`src/tlb_pkg.sv`:
```
package tlb_pkg;

    localparam int TLB_ENTRIES = 16;
    localparam int TLB_IDX_W   = 4;
    localparam int PPN_W       = 20;
    localparam int VPPN_W      = 19;  // va[31:13], one tag per odd/even pair
    localparam int ASID_W      = 10;

    // one half of a paired entry
    typedef struct packed {
        logic             v;
        logic             d;
        logic [1:0]       plv;  // lowest privilege allowed to use the page
        logic [PPN_W-1:0] ppn;
    } tlb_lo_t;

    typedef struct packed {
        logic              e;
        logic              huge;  // 2MB page when set, 4KB otherwise
        logic [VPPN_W-1:0] vppn;
        logic [ASID_W-1:0] asid;
        logic              g;
        tlb_lo_t           lo0;   // even page
        tlb_lo_t           lo1;   // odd page
    } tlb_entry_t;

    typedef enum logic [1:0] {
        CMD_NONE     = 2'd0,
        CMD_TLBWR    = 2'd1,
        CMD_INV_ALL  = 2'd2,
        CMD_INV_ASID = 2'd3
    } tlb_cmd_e;

    typedef struct packed {
        tlb_cmd_e             op;
        logic [TLB_IDX_W-1:0] index;
        tlb_entry_t           entry;
        logic [ASID_W-1:0]    asid;   // match key for CMD_INV_ASID
    } tlb_cmd_t;

    typedef struct packed {
        logic [VPPN_W:0]   vpn;   // va[31:12]
        logic [ASID_W-1:0] asid;
    } tlb_search_t;

    typedef struct packed {
        logic    found;
        logic    huge;
        tlb_lo_t lo;
    } tlb_hit_t;

    typedef enum logic [1:0] {
        OP_FETCH = 2'd0,
        OP_LOAD  = 2'd1,
        OP_STORE = 2'd2
    } mem_op_e;

    typedef enum logic [2:0] {
        EXC_NONE = 3'd0,
        EXC_TLBR = 3'd1,  // refill, no matching entry
        EXC_PIL  = 3'd2,
        EXC_PIS  = 3'd3,
        EXC_PIF  = 3'd4,
        EXC_PPI  = 3'd5,
        EXC_PME  = 3'd6   // store to clean page
    } xlat_exc_e;

    typedef struct packed {
        logic        valid;
        logic [31:0] va;
        mem_op_e     op;
    } xlat_req_t;

    typedef struct packed {
        logic        valid;
        logic [31:0] pa;
        xlat_exc_e   exc;
    } xlat_rsp_t;

endpackage

```
`src/csr_pkg.sv`:
```
package csr_pkg;

    localparam int APB_ADDR_W = 8;

    // register map
    localparam logic [APB_ADDR_W-1:0] CSR_CRMD    = 8'h00;
    localparam logic [APB_ADDR_W-1:0] CSR_ASID    = 8'h04;
    localparam logic [APB_ADDR_W-1:0] CSR_DMW0    = 8'h08;
    localparam logic [APB_ADDR_W-1:0] CSR_DMW1    = 8'h0C;
    localparam logic [APB_ADDR_W-1:0] CSR_TLBIDX  = 8'h10;
    localparam logic [APB_ADDR_W-1:0] CSR_TLBEHI  = 8'h14;
    localparam logic [APB_ADDR_W-1:0] CSR_TLBELO0 = 8'h18;
    localparam logic [APB_ADDR_W-1:0] CSR_TLBELO1 = 8'h1C;
    localparam logic [APB_ADDR_W-1:0] CSR_TLBCMD  = 8'h20;

    localparam int CRMD_DA_BIT     = 0;
    localparam int CRMD_PLV_LSB    = 1;   // plv is 2 bits
    localparam int DMW_PLV0_BIT    = 0;
    localparam int DMW_PLV3_BIT    = 3;
    localparam int DMW_PSEG_LSB    = 25;  // 3-bit segment fields
    localparam int DMW_VSEG_LSB    = 29;
    localparam int TLBIDX_IDX_LSB  = 0;
    localparam int TLBIDX_HUGE_BIT = 24;
    localparam int TLBIDX_NE_BIT   = 31;
    localparam int TLBEHI_VPPN_LSB = 13;
    localparam int TLBELO_V_BIT    = 0;
    localparam int TLBELO_D_BIT    = 1;
    localparam int TLBELO_PLV_LSB  = 2;
    localparam int TLBELO_G_BIT    = 6;
    localparam int TLBELO_PPN_LSB  = 8;
    localparam int TLBCMD_CODE_LSB = 0;   // 2-bit command code

    typedef struct packed {
        logic                  psel;
        logic                  penable;
        logic                  pwrite;
        logic [APB_ADDR_W-1:0] paddr;
        logic [31:0]           pwdata;
    } apb_req_t;

    typedef struct packed {
        logic [31:0] prdata;
        logic        pslverr;
    } apb_rsp_t;

    typedef struct packed {
        logic       plv0_en;
        logic       plv3_en;
        logic [2:0] pseg;
        logic [2:0] vseg;
    } dmw_t;

    typedef struct packed {
        logic                      da;
        logic [1:0]                plv;
        logic [tlb_pkg::ASID_W-1:0] asid;
        dmw_t                      dmw0;  // checked first
        dmw_t                      dmw1;
    } xlat_cfg_t;

endpackage

```
`src/csr_regs.sv`:
```
module csr_regs (
    input  logic               aclk,
    input  logic               rst_n,
    input  csr_pkg::apb_req_t  apb,
    output csr_pkg::apb_rsp_t  apb_out,
    output csr_pkg::xlat_cfg_t cfg,
    output tlb_pkg::tlb_cmd_t  tlb_cmd
);

    logic                         crmd_da;
    logic [1:0]                   crmd_plv;
    logic [tlb_pkg::ASID_W-1:0]   asid_q;
    csr_pkg::dmw_t                dmw0_q;
    csr_pkg::dmw_t                dmw1_q;
    logic [tlb_pkg::TLB_IDX_W-1:0] idx_index;
    logic                         idx_huge;
    logic                         idx_ne;
    logic [tlb_pkg::VPPN_W-1:0]   ehi_vppn;
    tlb_pkg::tlb_lo_t             elo0_q;
    tlb_pkg::tlb_lo_t             elo1_q;
    logic [1:0]                   elo_g;     // g bit of each ELO register

    logic              access;
    logic              wr_en;
    logic              reg_hit;
    logic [31:0]       rdata;
    tlb_pkg::tlb_cmd_e cmd_op;

    function automatic logic [31:0] dmw_to_word(csr_pkg::dmw_t d);
        logic [31:0] w;
        w = '0;
        w[csr_pkg::DMW_PLV0_BIT]      = d.plv0_en;
        w[csr_pkg::DMW_PLV3_BIT]      = d.plv3_en;
        w[csr_pkg::DMW_PSEG_LSB +: 3] = d.pseg;
        w[csr_pkg::DMW_VSEG_LSB +: 3] = d.vseg;
        return w;
    endfunction

    function automatic csr_pkg::dmw_t word_to_dmw(logic [31:0] w);
        csr_pkg::dmw_t d;
        d.plv0_en = w[csr_pkg::DMW_PLV0_BIT];
        d.plv3_en = w[csr_pkg::DMW_PLV3_BIT];
        d.pseg    = w[csr_pkg::DMW_PSEG_LSB +: 3];
        d.vseg    = w[csr_pkg::DMW_VSEG_LSB +: 3];
        return d;
    endfunction

    function automatic logic [31:0] lo_to_word(tlb_pkg::tlb_lo_t lo, logic g);
        logic [31:0] w;
        w = '0;
        w[csr_pkg::TLBELO_V_BIT]      = lo.v;
        w[csr_pkg::TLBELO_D_BIT]      = lo.d;
        w[csr_pkg::TLBELO_PLV_LSB +: 2] = lo.plv;
        w[csr_pkg::TLBELO_G_BIT]      = g;
        w[csr_pkg::TLBELO_PPN_LSB +: tlb_pkg::PPN_W] = lo.ppn;
        return w;
    endfunction

    function automatic tlb_pkg::tlb_lo_t word_to_lo(logic [31:0] w);
        tlb_pkg::tlb_lo_t lo;
        lo.v   = w[csr_pkg::TLBELO_V_BIT];
        lo.d   = w[csr_pkg::TLBELO_D_BIT];
        lo.plv = w[csr_pkg::TLBELO_PLV_LSB +: 2];
        lo.ppn = w[csr_pkg::TLBELO_PPN_LSB +: tlb_pkg::PPN_W];
        return lo;
    endfunction

    assign access = apb.psel && apb.penable;  // single-cycle access phase
    assign wr_en  = access && apb.pwrite;

    always_comb begin
        reg_hit = 1'b1;
        rdata   = '0;
        case (apb.paddr)
            csr_pkg::CSR_CRMD: begin
                rdata[csr_pkg::CRMD_DA_BIT]       = crmd_da;
                rdata[csr_pkg::CRMD_PLV_LSB +: 2] = crmd_plv;
            end
            csr_pkg::CSR_ASID:    rdata[tlb_pkg::ASID_W-1:0] = asid_q;
            csr_pkg::CSR_DMW0:    rdata = dmw_to_word(dmw0_q);
            csr_pkg::CSR_DMW1:    rdata = dmw_to_word(dmw1_q);
            csr_pkg::CSR_TLBIDX: begin
                rdata[csr_pkg::TLBIDX_IDX_LSB +: tlb_pkg::TLB_IDX_W] = idx_index;
                rdata[csr_pkg::TLBIDX_HUGE_BIT] = idx_huge;
                rdata[csr_pkg::TLBIDX_NE_BIT]   = idx_ne;
            end
            csr_pkg::CSR_TLBEHI:  rdata[csr_pkg::TLBEHI_VPPN_LSB +: tlb_pkg::VPPN_W] = ehi_vppn;
            csr_pkg::CSR_TLBELO0: rdata = lo_to_word(elo0_q, elo_g[0]);
            csr_pkg::CSR_TLBELO1: rdata = lo_to_word(elo1_q, elo_g[1]);
            csr_pkg::CSR_TLBCMD:  rdata = '0;  // write-only
            default:              reg_hit = 1'b0;
        endcase
    end

    assign apb_out.prdata  = access ? rdata : '0;
    assign apb_out.pslverr = access && !reg_hit;

    always_ff @(posedge aclk or negedge rst_n) begin
        if (!rst_n) begin
            crmd_da   <= 1'b1;  // boot in direct-address mode
            crmd_plv  <= 2'd0;
            asid_q    <= '0;
            dmw0_q    <= '0;
            dmw1_q    <= '0;
            idx_index <= '0;
            idx_huge  <= 1'b0;
            idx_ne    <= 1'b0;
            ehi_vppn  <= '0;
            elo0_q    <= '0;
            elo1_q    <= '0;
            elo_g     <= 2'b00;
        end else if (wr_en) begin
            case (apb.paddr)
                csr_pkg::CSR_CRMD: begin
                    crmd_da  <= apb.pwdata[csr_pkg::CRMD_DA_BIT];
                    crmd_plv <= apb.pwdata[csr_pkg::CRMD_PLV_LSB +: 2];
                end
                csr_pkg::CSR_ASID: asid_q <= apb.pwdata[tlb_pkg::ASID_W-1:0];
                csr_pkg::CSR_DMW0: dmw0_q <= word_to_dmw(apb.pwdata);
                csr_pkg::CSR_DMW1: dmw1_q <= word_to_dmw(apb.pwdata);
                csr_pkg::CSR_TLBIDX: begin
                    idx_index <= apb.pwdata[csr_pkg::TLBIDX_IDX_LSB +: tlb_pkg::TLB_IDX_W];
                    idx_huge  <= apb.pwdata[csr_pkg::TLBIDX_HUGE_BIT];
                    idx_ne    <= apb.pwdata[csr_pkg::TLBIDX_NE_BIT];
                end
                csr_pkg::CSR_TLBEHI:
                    ehi_vppn <= apb.pwdata[csr_pkg::TLBEHI_VPPN_LSB +: tlb_pkg::VPPN_W];
                csr_pkg::CSR_TLBELO0: begin
                    elo0_q   <= word_to_lo(apb.pwdata);
                    elo_g[0] <= apb.pwdata[csr_pkg::TLBELO_G_BIT];
                end
                csr_pkg::CSR_TLBELO1: begin
                    elo1_q   <= word_to_lo(apb.pwdata);
                    elo_g[1] <= apb.pwdata[csr_pkg::TLBELO_G_BIT];
                end
                default: ;  // TLBCMD and unmapped offsets store nothing
            endcase
        end
    end

    // command only lives for the access phase of a TLBCMD write
    always_comb begin
        cmd_op = tlb_pkg::CMD_NONE;
        if (wr_en && apb.paddr == csr_pkg::CSR_TLBCMD) begin
            case (apb.pwdata[csr_pkg::TLBCMD_CODE_LSB +: 2])
                2'd1:    cmd_op = tlb_pkg::CMD_TLBWR;
                2'd2:    cmd_op = tlb_pkg::CMD_INV_ALL;
                2'd3:    cmd_op = tlb_pkg::CMD_INV_ASID;
                default: cmd_op = tlb_pkg::CMD_NONE;
            endcase
        end
    end

    assign tlb_cmd.op         = cmd_op;
    assign tlb_cmd.index      = idx_index;
    assign tlb_cmd.asid       = asid_q;
    assign tlb_cmd.entry.e    = !idx_ne;
    assign tlb_cmd.entry.huge = idx_huge;
    assign tlb_cmd.entry.vppn = ehi_vppn;
    assign tlb_cmd.entry.asid = asid_q;
    assign tlb_cmd.entry.g    = &elo_g;  // global only if both halves say so
    assign tlb_cmd.entry.lo0  = elo0_q;
    assign tlb_cmd.entry.lo1  = elo1_q;

    assign cfg.da   = crmd_da;
    assign cfg.plv  = crmd_plv;
    assign cfg.asid = asid_q;
    assign cfg.dmw0 = dmw0_q;
    assign cfg.dmw1 = dmw1_q;

endmodule

```
`src/tlb_array.sv`:
```
module tlb_array (
    input  logic                 aclk,
    input  logic                 rst_n,
    input  tlb_pkg::tlb_cmd_t    tlb_cmd,
    input  tlb_pkg::tlb_search_t search,
    output tlb_pkg::tlb_hit_t    hit
);

    logic [tlb_pkg::TLB_ENTRIES-1:0] e_q;  // entry-exists bits, reset to 0
    tlb_pkg::tlb_entry_t             ent_q [tlb_pkg::TLB_ENTRIES];
    logic [tlb_pkg::TLB_ENTRIES-1:0] match;
    tlb_pkg::tlb_entry_t             sel;
    logic                            odd;

    // tag compare, 2MB pages ignore va[21:13]
    function automatic logic vppn_eq(tlb_pkg::tlb_entry_t ent,
                                     logic [tlb_pkg::VPPN_W:0] vpn);
        logic eq;
        if (ent.huge) begin
            eq = ent.vppn[tlb_pkg::VPPN_W-1:9] == vpn[tlb_pkg::VPPN_W:10];
        end else begin
            eq = ent.vppn == vpn[tlb_pkg::VPPN_W:1];
        end
        return eq;
    endfunction

    always_ff @(posedge aclk or negedge rst_n) begin
        if (!rst_n) begin
            e_q <= '0;
        end else begin
            case (tlb_cmd.op)
                tlb_pkg::CMD_TLBWR:   e_q[tlb_cmd.index] <= tlb_cmd.entry.e;
                tlb_pkg::CMD_INV_ALL: e_q <= '0;
                tlb_pkg::CMD_INV_ASID: begin
                    for (int i = 0; i < tlb_pkg::TLB_ENTRIES; i++) begin
                        if (!ent_q[i].g && ent_q[i].asid == tlb_cmd.asid) begin
                            e_q[i] <= 1'b0;  // globals survive
                        end
                    end
                end
                default: ;
            endcase
        end
    end

    // entry payload, e is tracked in e_q
    always_ff @(posedge aclk) begin
        if (tlb_cmd.op == tlb_pkg::CMD_TLBWR) begin
            ent_q[tlb_cmd.index] <= tlb_cmd.entry;
        end
    end

    always_comb begin
        for (int i = 0; i < tlb_pkg::TLB_ENTRIES; i++) begin
            match[i] = e_q[i] && vppn_eq(ent_q[i], search.vpn)
                       && (ent_q[i].g || ent_q[i].asid == search.asid);
        end
    end

    // walk downwards so the lowest index wins
    always_comb begin
        sel = '0;
        for (int i = tlb_pkg::TLB_ENTRIES - 1; i >= 0; i--) begin
            if (match[i]) begin
                sel = ent_q[i];
            end
        end
    end

    assign odd = sel.huge ? search.vpn[9] : search.vpn[0];  // va[21] or va[12]

    assign hit.found = |match;
    assign hit.huge  = sel.huge;
    assign hit.lo    = odd ? sel.lo1 : sel.lo0;

endmodule

```
`src/addr_translate.sv`:
```
module addr_translate (
    input  logic                 aclk,
    input  logic                 rst_n,
    input  tlb_pkg::xlat_req_t   xlat_in,
    input  csr_pkg::xlat_cfg_t   cfg,
    output tlb_pkg::tlb_search_t search,
    input  tlb_pkg::tlb_hit_t    hit,
    output tlb_pkg::xlat_rsp_t   xlat_out
);

    logic                dmw0_hit;
    logic                dmw1_hit;
    logic [31:0]         tlb_pa;
    tlb_pkg::xlat_exc_e  tlb_exc;
    logic [31:0]         pa_d;
    tlb_pkg::xlat_exc_e  exc_d;

    logic                valid_q;
    logic [31:0]         pa_q;
    tlb_pkg::xlat_exc_e  exc_q;

    // only plv 0 and 3 have enable bits
    function automatic logic win_hit(csr_pkg::dmw_t w, logic [1:0] plv, logic [2:0] seg);
        logic en;
        en = (plv == 2'd0 && w.plv0_en) || (plv == 2'd3 && w.plv3_en);
        return en && (w.vseg == seg);
    endfunction

    assign search.vpn  = xlat_in.va[31:12];
    assign search.asid = cfg.asid;

    assign dmw0_hit = win_hit(cfg.dmw0, cfg.plv, xlat_in.va[31:29]);
    assign dmw1_hit = win_hit(cfg.dmw1, cfg.plv, xlat_in.va[31:29]);

    // page frame merged with offset bits of the page size
    assign tlb_pa = hit.huge ? {hit.lo.ppn[tlb_pkg::PPN_W-1:9], xlat_in.va[20:0]}
                             : {hit.lo.ppn, xlat_in.va[11:0]};

    always_comb begin
        if (!hit.found) begin
            tlb_exc = tlb_pkg::EXC_TLBR;
        end else if (!hit.lo.v) begin
            case (xlat_in.op)
                tlb_pkg::OP_LOAD:  tlb_exc = tlb_pkg::EXC_PIL;
                tlb_pkg::OP_STORE: tlb_exc = tlb_pkg::EXC_PIS;
                default:           tlb_exc = tlb_pkg::EXC_PIF;
            endcase
        end else if (cfg.plv > hit.lo.plv) begin
            tlb_exc = tlb_pkg::EXC_PPI;
        end else if (xlat_in.op == tlb_pkg::OP_STORE && !hit.lo.d) begin
            tlb_exc = tlb_pkg::EXC_PME;
        end else begin
            tlb_exc = tlb_pkg::EXC_NONE;
        end
    end

    always_comb begin
        exc_d = tlb_pkg::EXC_NONE;
        if (cfg.da) begin
            pa_d = xlat_in.va;
        end else if (dmw0_hit) begin
            pa_d = {cfg.dmw0.pseg, xlat_in.va[28:0]};
        end else if (dmw1_hit) begin
            pa_d = {cfg.dmw1.pseg, xlat_in.va[28:0]};
        end else begin
            pa_d  = tlb_pa;
            exc_d = tlb_exc;
        end
    end

    always_ff @(posedge aclk or negedge rst_n) begin
        if (!rst_n) begin
            valid_q <= 1'b0;
        end else begin
            valid_q <= xlat_in.valid;
        end
    end

    always_ff @(posedge aclk) begin
        if (xlat_in.valid) begin
            pa_q  <= pa_d;
            exc_q <= exc_d;
        end
    end

    assign xlat_out.valid = valid_q;
    assign xlat_out.pa    = pa_q;
    assign xlat_out.exc   = exc_q;

endmodule

```
`src/mmu_top.sv`:
```
module mmu_top (
    input  logic               aclk,
    input  logic               rst_n,
    input  csr_pkg::apb_req_t  apb,
    output csr_pkg::apb_rsp_t  apb_out,
    input  tlb_pkg::xlat_req_t xlat_in,
    output tlb_pkg::xlat_rsp_t xlat_out
);

    csr_pkg::xlat_cfg_t   cfg;      // mode, asid and windows
    tlb_pkg::tlb_cmd_t    tlb_cmd;
    tlb_pkg::tlb_search_t search;
    tlb_pkg::tlb_hit_t    hit;

    csr_regs u_csr_regs (
        .aclk    (aclk),
        .rst_n   (rst_n),
        .apb     (apb),
        .apb_out (apb_out),
        .cfg     (cfg),
        .tlb_cmd (tlb_cmd)
    );

    tlb_array u_tlb_array (
        .aclk    (aclk),
        .rst_n   (rst_n),
        .tlb_cmd (tlb_cmd),
        .search  (search),
        .hit     (hit)
    );

    addr_translate u_addr_translate (
        .aclk     (aclk),
        .rst_n    (rst_n),
        .xlat_in  (xlat_in),
        .cfg      (cfg),
        .search   (search),
        .hit      (hit),
        .xlat_out (xlat_out)
    );

endmodule

```
`config.mk`:
```
export PLATFORM = sky130hd
export DESIGN_NAME = mmu_top
export DESIGN_NICKNAME = d
export VERILOG_FILES = /design/src/tlb_pkg.sv /design/src/csr_pkg.sv /design/src/csr_regs.sv /design/src/tlb_array.sv /design/src/addr_translate.sv /design/src/mmu_top.sv
export SDC_FILE = /design/constraint.sdc
export NUM_CORES = 2
export LEC_CHECK = 0
export ABC_AREA = 1
export BUFFER_PORTS_ARGS = -buffer_cell sky130_fd_sc_hd__buf_2
export CELL_PAD_IN_SITES_DETAIL_PLACEMENT = 0
export CELL_PAD_IN_SITES_GLOBAL_PLACEMENT = 1
export CORE_ASPECT_RATIO = 1.1
export CORE_MARGIN = 2
export CORE_UTILIZATION = 35
export CTS_BUF_LIST = sky130_fd_sc_hd__clkbuf_8
export DETAILED_ROUTE_END_ITERATION = 10
export GPL_ROUTABILITY_DRIVEN = 0
export HOLD_SLACK_MARGIN = 0.1
export PLACE_DENSITY = 0.6
export SLEW_MARGIN = 20
export SYNTH_ARGS = -nofsm -noshare
export SYNTH_HDL_FRONTEND = slang
export SYNTH_SLANG_ARGS = --single-unit
```
`constraint.sdc`:
```
create_clock -name aclk -period 14.6 [get_ports aclk]
set_input_delay 0.73 -clock aclk [delete_from_list [all_inputs] [get_ports aclk]]
set_output_delay 0.73 -clock aclk [all_outputs]
set_load 0.02 [all_outputs]
```
Yosys cells after proc, flatten, opt, wreduce, memory -nomap -nowiden
Memories as Yosys holds them, arrays and structs flattened.
Index checks and enable logic that the tools add are counted.
- register bits: 156
- bits in writable memories: 1280
- bits of input ports: 80
- output and inout bits: 69
- word-level logic and storage cells: 339
- memories: 1
- order comparisons: 3
- equality and inequality tests: 83
- mux-type cells: 77
- bitwise gates (word level): 1
- reductions and logical operators: 129
- memories (name ; words ; bits a word ; read ports ; clocked after memory_dff ; write ports ; line ; source):
    u_tlb_array.ent_q ; 16 ; 80 ; 16 ; 0 ; 1 ; tlb_array.sv:10 ; tlb_pkg::tlb_entry_t ent_q [tlb_pkg::TLB_ENTRIES];
- operators with widths (kind ; count):
    $mux 79 ; 16
    $eq 10x10->1 ; 32
    $eq 19x19->1 ; 16
    $mux 32 ; 4
    $logic_and 1x1->1 ; 60
    $reduce_and 2->1 ; 25
    $pmux 16 s3 ; 1
    $mux 1 ; 38
    $pmux 11 s3 ; 1
    $eq 8x5->1 const B ; 4
    $ne 2x1->1 const B ; 16
    $pmux 6 s5 ; 1
    $mux 24 ; 1
    $mux 21 ; 1
    $pmux 3 s7 ; 1
    $logic_not 1->1 ; 19
    $logic_or 1x1->1 ; 18
    $pmux 6 s3 ; 1
    $bwmux 16 ; 1
    $eq 8x4->1 const B ; 2
    $reduce_or 16->1 ; 1
    $eq 2x2->1 const B ; 6
    $pmux 3 s2 ; 2
    $mux 3 ; 3
    19 further kinds ; 23

Logic depth before layout (Yosys ltp)
An unclocked memory read counts as a cell.
- word-level depth: 29
- depth in mapped cells: 46
- gate-level depth less buffers: 44

Modules after synthesis
From an unflattened synthesis, not the netlist that was laid out.
- cells, all modules: 6117
- area, all modules: 64401.8 um^2
- by module, submodules not included (module ; times used ; cells each ; area an instance (um^2) ; seq. area each (um^2)):
    tlb_array ; 1 ; 5239 ; 57005.9 ; 38356.8
    csr_regs ; 1 ; 668 ; 5378.9 ; 2603.7
    addr_translate ; 1 ; 210 ; 2016.9 ; 1076.0

Least setup slack after synthesis
Ideal clock, no wire load.
- path type: in2reg
- start: in apb[33] (netlist name)
- end: reg u_tlb_array.e_q[2] (netlist name)
- library setup time: 0.131 ns
- arrival: 7.881 ns
- required time: 14.469 ns
- slack: 6.589 ns
- stages: 13
- path buffers: 1
- cells stage by stage: nor2_1 > inv_1 > nor2_1 > inv_1 > nor2_1 > nand3_1 > nor2_1 > nand3_1 > clkbuf_1 > nor3_1 > nor2_1 > a31oi_1 > a21oi_1
- longest elaborated chain between the ends: 6
- elaborated cells between the ends (all ways): 10
- those cells by class: eq/ne: 5; mux: 2; reduce/logical: 3
- RTL lines (what ; line ; source):
    start, declared ; mmu_top.sv:4 ; input csr_pkg::apb_req_t apb,
    $eq 8x6->1 * ; csr_regs.sv:144 ; if (wr_en && apb.paddr == csr_pkg::CSR_TLBCMD) begin
    $logic_and 1x1->1 * ; csr_regs.sv:144 ;
    $mux 2 * ; csr_regs.sv:144 ;
    $eq 2x2->1 / $eq 2x1->1 (equally long branches) ; tlb_array.sv:31 ; case (tlb_cmd.op)
    $ne 2x1->1 (no line) / $reduce_bool 3->1 (equally long branches) ; - ;
    $reduce_and 2->1 (no line) ; - ;
    end signal, assigned by index ; tlb_array.sv:32 ; tlb_pkg::CMD_TLBWR: e_q[tlb_cmd.index] <= tlb_cmd.entry.e;
    end, declared ; tlb_array.sv:9 ; logic [tlb_pkg::TLB_ENTRIES-1:0] e_q;
Mark *: on every way between the ends. The rest lies on a longest branch, timed or not.
A chain may end at the register's enable or synchronous reset.

Final worst setup path
- start: reg u_csr_regs.asid_q[4] (netlist name)
- end: reg u_addr_translate.exc_q[2] (data pin)
- longest elaborated chain between the ends: 26
- elaborated cells between the ends (all ways): 75
- those cells by class: order compare: 1; eq/ne: 16; mux: 21; bitwise: 1; reduce/logical: 36
- RTL lines (what ; line ; source):
    start, declared ; csr_regs.sv:12 ; logic [tlb_pkg::ASID_W-1:0] asid_q;
    start signal, assigned ; csr_regs.sv:118 ; csr_pkg::CSR_ASID: asid_q <= apb.pwdata[tlb_pkg::ASID_W-1:0];
    $eq 10x10->1 ; tlb_array.sv:56 ; && (ent_q[i].g || ent_q[i].asid == search.asid);
    $logic_or 1x1->1 ; tlb_array.sv:56 ;
    $logic_and 1x1->1 ; tlb_array.sv:56 ;
    $mux 79 (16 in series) ; tlb_array.sv:64 ; if (match[i]) begin
    $mux 1 ; tlb_array.sv:70 ; assign odd = sel.huge ? search.vpn[9] : search.vpn[0];
    $mux 24 ; tlb_array.sv:74 ; assign hit.lo = odd ? sel.lo1 : sel.lo0;
    $logic_not 1->1 ; addr_translate.sv:50 ; end else if (xlat_in.op == tlb_pkg::OP_STORE && !hit.lo.d) begin
    $logic_and 1x1->1 ; addr_translate.sv:50 ;
    $mux 3 ; addr_translate.sv:50 ;
    $mux 3 ; addr_translate.sv:48 ; end else if (cfg.plv > hit.lo.plv) begin
    $mux 3 ; addr_translate.sv:42 ; end else if (!hit.lo.v) begin
    end signal, assigned ; addr_translate.sv:82 ; exc_q <= exc_d;
    end, declared ; addr_translate.sv:20 ; tlb_pkg::xlat_exc_e exc_q;
Several ways; a longest one is shown, not always the timed one.

==> flow_metrics.tcl <==
set metrics [dict create \
    rsz0062_at_grt "false" \
    cts_buffer_depth 3 \
    post_drt_wl_per_cell_um 25.55 \
    synth_area_leaders "edfxtp_1 (64%), nand2_1 (6.4%), dfrtp_1 (4.9%)" \
    clock_sinks 1420 \
    combPwrFrac 0.024 \
    p_per_area_nw_per_um2 113.7 \
    required_ns 15.38 \
    die_y_um 443.2 \
    yosysSeqAreaShare 0.6851 \
    cts_setup_buffers 0 \
    root_buffer "clkbuf_8" \
    ir_worst_vdd_mv 0.09359 \
    dieArea_um2 178700 \
    skew_ns 0.08590 \
    p_int_mw 6.045 \
    cp.arrival_ns 7.45 \
    cts_max_level 4 \
    viasPerCell 5.228 \
    grt_max_degree 73 \
    cts_tree "yes" \
    synth_common_cells "edfxtp_1 (1,299), nand2_1 (1,043), nor2_1 (460)" \
    dpl.hpwl_mm 131.0 \
    power_frac_clock 0.414 \
    seq_area_um2 42040 \
    status "complete, no violations" \
    grt-ovfl-total 0 \
    antenna_found_initial 10 \
    port_buffers 148 \
    ys_types 71 \
    criticalPathCategory "reg2reg" \
    ys_seq_elements 1420 \
    switchingPower_mw 1.854 \
    seqPwrFrac 0.562 \
    synth_most_common_cell "edfxtp_1" \
    grt_pass1_wl_mm 296.4 \
    avgSynthCellArea_um2 11.49 \
    ys_async_sr_fraction 0.08521 \
    min_period_ns 6.670 \
    areaGrowthSynthToFinish_pct 13.22 \
    core_um2 174700 \
    die_w_um 403.2 \
    grt_pass1_vias 40760 \
    drv_slew 0 \
    cp_max_fo 24 \
    drv_cap 0 \
    synth_top_area_cell "edfxtp_1" \
    path_clk_slew_ns 0.06 \
    fillerInstances 16706 \
    power_mw 7.899 \
    grt_usage 0.2303 \
    fmax_mhz 149.9 \
    drt_iter0_drc 3871 \
    dr.pass1.iters 5 \
    numCtsBuffers 232 \
    io_pins 149 \
    swShare 0.2347 \
    cp-start-kind "flip-flop" \
    yosys_warnings 0 \
    clk_latency_ns 1.03 \
    layout-drive-gt1-share 0.1358 \
    crit_path_end_kind "flip-flop" \
    nNetsFinal 5717 \
    synth_top_area_share 0.6357 \
    fin_crit_sh 0.4569 \
    rows 161 \
    vias 42433 \
    setup_tns_ns 0 \
    synthesis.area_um2 61360 \
    initial_core_util 0.3513 \
    multi_input_area_um2 16780 \
    netlist_instances 5340 \
    wirelength_mm 207.4 \
    hold_violations 0 \
    slew_headroom 0.2205 \
    antenna_left 0 \
    holdCritPathClass "in2async" \
    synth_nets 5423 \
    worstMarginPinSlew_ns 1.159 \
    synth_edf_count 1299 \
    p_leak_nw 27.36 \
    drc 0 \
    final-setup-viol-count 0 \
    synth_flop_cell "edfxtp_1" \
]
## power by group through the flow
stage / Combinational (mW) / Clock [mW] / Sequential [mW]
detailed placement: 0.183 / 0 / 4.52
global placement: 0.182 / 0 / 4.52
finish: 0.192 / 3.27 / 4.44
CTS: 0.193 / 3.36 / 4.43
floorplan: 0.0977 / 0 / 4.51
global route: 0.208 / 3.52 / 4.43
## through the flow
stage / hold WS, ns / utilization / worst slack, ns / instances / instance area, um^2
after global routing: 0.1753 / 0.3978 / 7.405 / 8115 / 69470
after CTS: 0.1114 / 0.3977 / 7.829 / 8114 / 69460
after floorplan: 0.4344 / - / 6.589 / 5340 / 61360
final: 0.2465 / 0.3978 / 7.930 / 8117 / 69480
after detailed placement: 0.4787 / 0.3707 / 7.788 / 7638 / 64740
after global placement: 0.4687 / 0.3706 / 7.535 / 7638 / 64720
## state kept, by name, summed over array words and instances (netlist names), 3 cells and up
signal / flops
u_addr_translate.exc_q: 3
u_addr_translate.pa_q: 32
u_csr_regs.asid_q: 10
u_csr_regs.cfg: 16
u_csr_regs.ehi_vppn: 19
u_csr_regs.idx_index: 4
u_csr_regs.tlb_cmd: 48
u_tlb_array.e_q: 16
u_tlb_array.ent_q: 1264
## worst max-delay path, stage by stage, from the launching register on
cell and delay, ns:
dfrtp_1 0.36, buf_4 0.23, inv_2 0.38, o22ai_1 0.15, or4_1 0.41, nor4_1 0.62
nor2_1 0.34, clkinv_1 0.16, nand3_2 0.58, inv_1 0.98, a21oi_1 0.14, nand2_1 0.12
nand2_1 0.06, nand2_2 0.09, nand3_1 0.12, nand2_2 0.47, o211ai_1 0.17, nand2_1 0.13
inv_1 0.05, ha_1 0.29, a21oi_1 0.16, a21oi_1 0.06, nand2_1 0.10, nand2_1 0.06
nor2_1 0.11, nor2_1 0.05
## cells in the final DEF (no fill, tap or decap), types with 20 or more instances in the layout
master            n
xnor2_1          91
a211oi_1         29
o21ai_1          35
o21ai_0         394
nor2_1          459
nor4_1           41
edfxtp_1       1299
clkinv_2         33
o211ai_1         86
or2_2           151
clkinv_1         79
inv_1           443
nor3_2           20
nand3_1         205
buf_2           147
a21oi_1         261
nand2_1        1040
buf_4           108
nor3_1           49
nand4_1          67
dfrtp_1         120
o22ai_1          27
xor2_1          126
clkbuf_8        235
o2111ai_1        24
inv_2            27
dlygate4sd3_1    44
## cell families after synthesis
family / after synthesis / synth area share
compound gates: 944 / 0.08909
xor+xnor: 217 / 0.03097
fa+ha+maj: 3 / 0.0006118
buf+inv: 645 / 0.04431
flops: 1420 / 0.6851
mux: 3 / 0.0005301
simple gates: 2108 / 0.1494
## path summary, 6_finish.rpt
check / endpoint / from / slack, ns / cells after the start
hold reg to reg: u_csr_regs.cfg[12]$_DFFE_PN0P_ / u_csr_regs.cfg[12]$_DFFE_PN0P_ / 0.50 / 2
hold / removal: u_csr_regs.asid_q[9]$_DFFE_PN0P_ / rst_n / 0.25 / 2
setup / recovery: u_addr_translate.exc_q[2]$_SDFFCE_PP0P_ / u_csr_regs.asid_q[4]$_DFFE_PN0P_ / 7.93 / 25
min in group aclk: u_addr_translate.pa_q[13]$_DFFE_PP_ / xlat_in[15] / 0.26 / 3
max in group asynchronous: u_csr_regs.ehi_vppn[9]$_DFFE_PN0P_ / rst_n / 12.88 / 3
setup reg to reg: u_addr_translate.exc_q[2]$_SDFFCE_PP0P_ / u_csr_regs.asid_q[4]$_DFFE_PN0P_ / 7.93 / 25
## cell type report
| type | instances | area share |
|---|---|---|
| Timing Repair Buffer | 300 | 0.02876 |
| Clock buffer | 235 | 0.04655 |
| Tap cell | 2282 | 0.04110 |
| Sequential cell | 1420 | 0.6051 |
| Inverter | 405 | 0.02188 |
| Antenna cell | 3 | 0.0001081 |
| Multi-Input combinational cell | 3275 | 0.2415 |
| Clock inverter | 197 | 0.01500 |
## per-layer routing
| layer | global-route usage | vias to the layer above | share of wire |
|---|---|---|---|
| li1 | - | 19372 | - |
| met1 | 0.3198 | 21178 | 0.44 |
| met2 | 0.3677 | 1569 | 0.46 |
| met3 | 0.03610 | 312 | 0.066 |
| met4 | 0.07740 | 2 | 0.031 |
| met5 | 0 | - | 0.000063 |
## what timing repair did
action | CTS | global route
endpoints found under the hold margin | 144 | 0
hold buffers | 44 | 0
gates resized for setup | 0 | 0
Power figures use the tool's default switching activity.
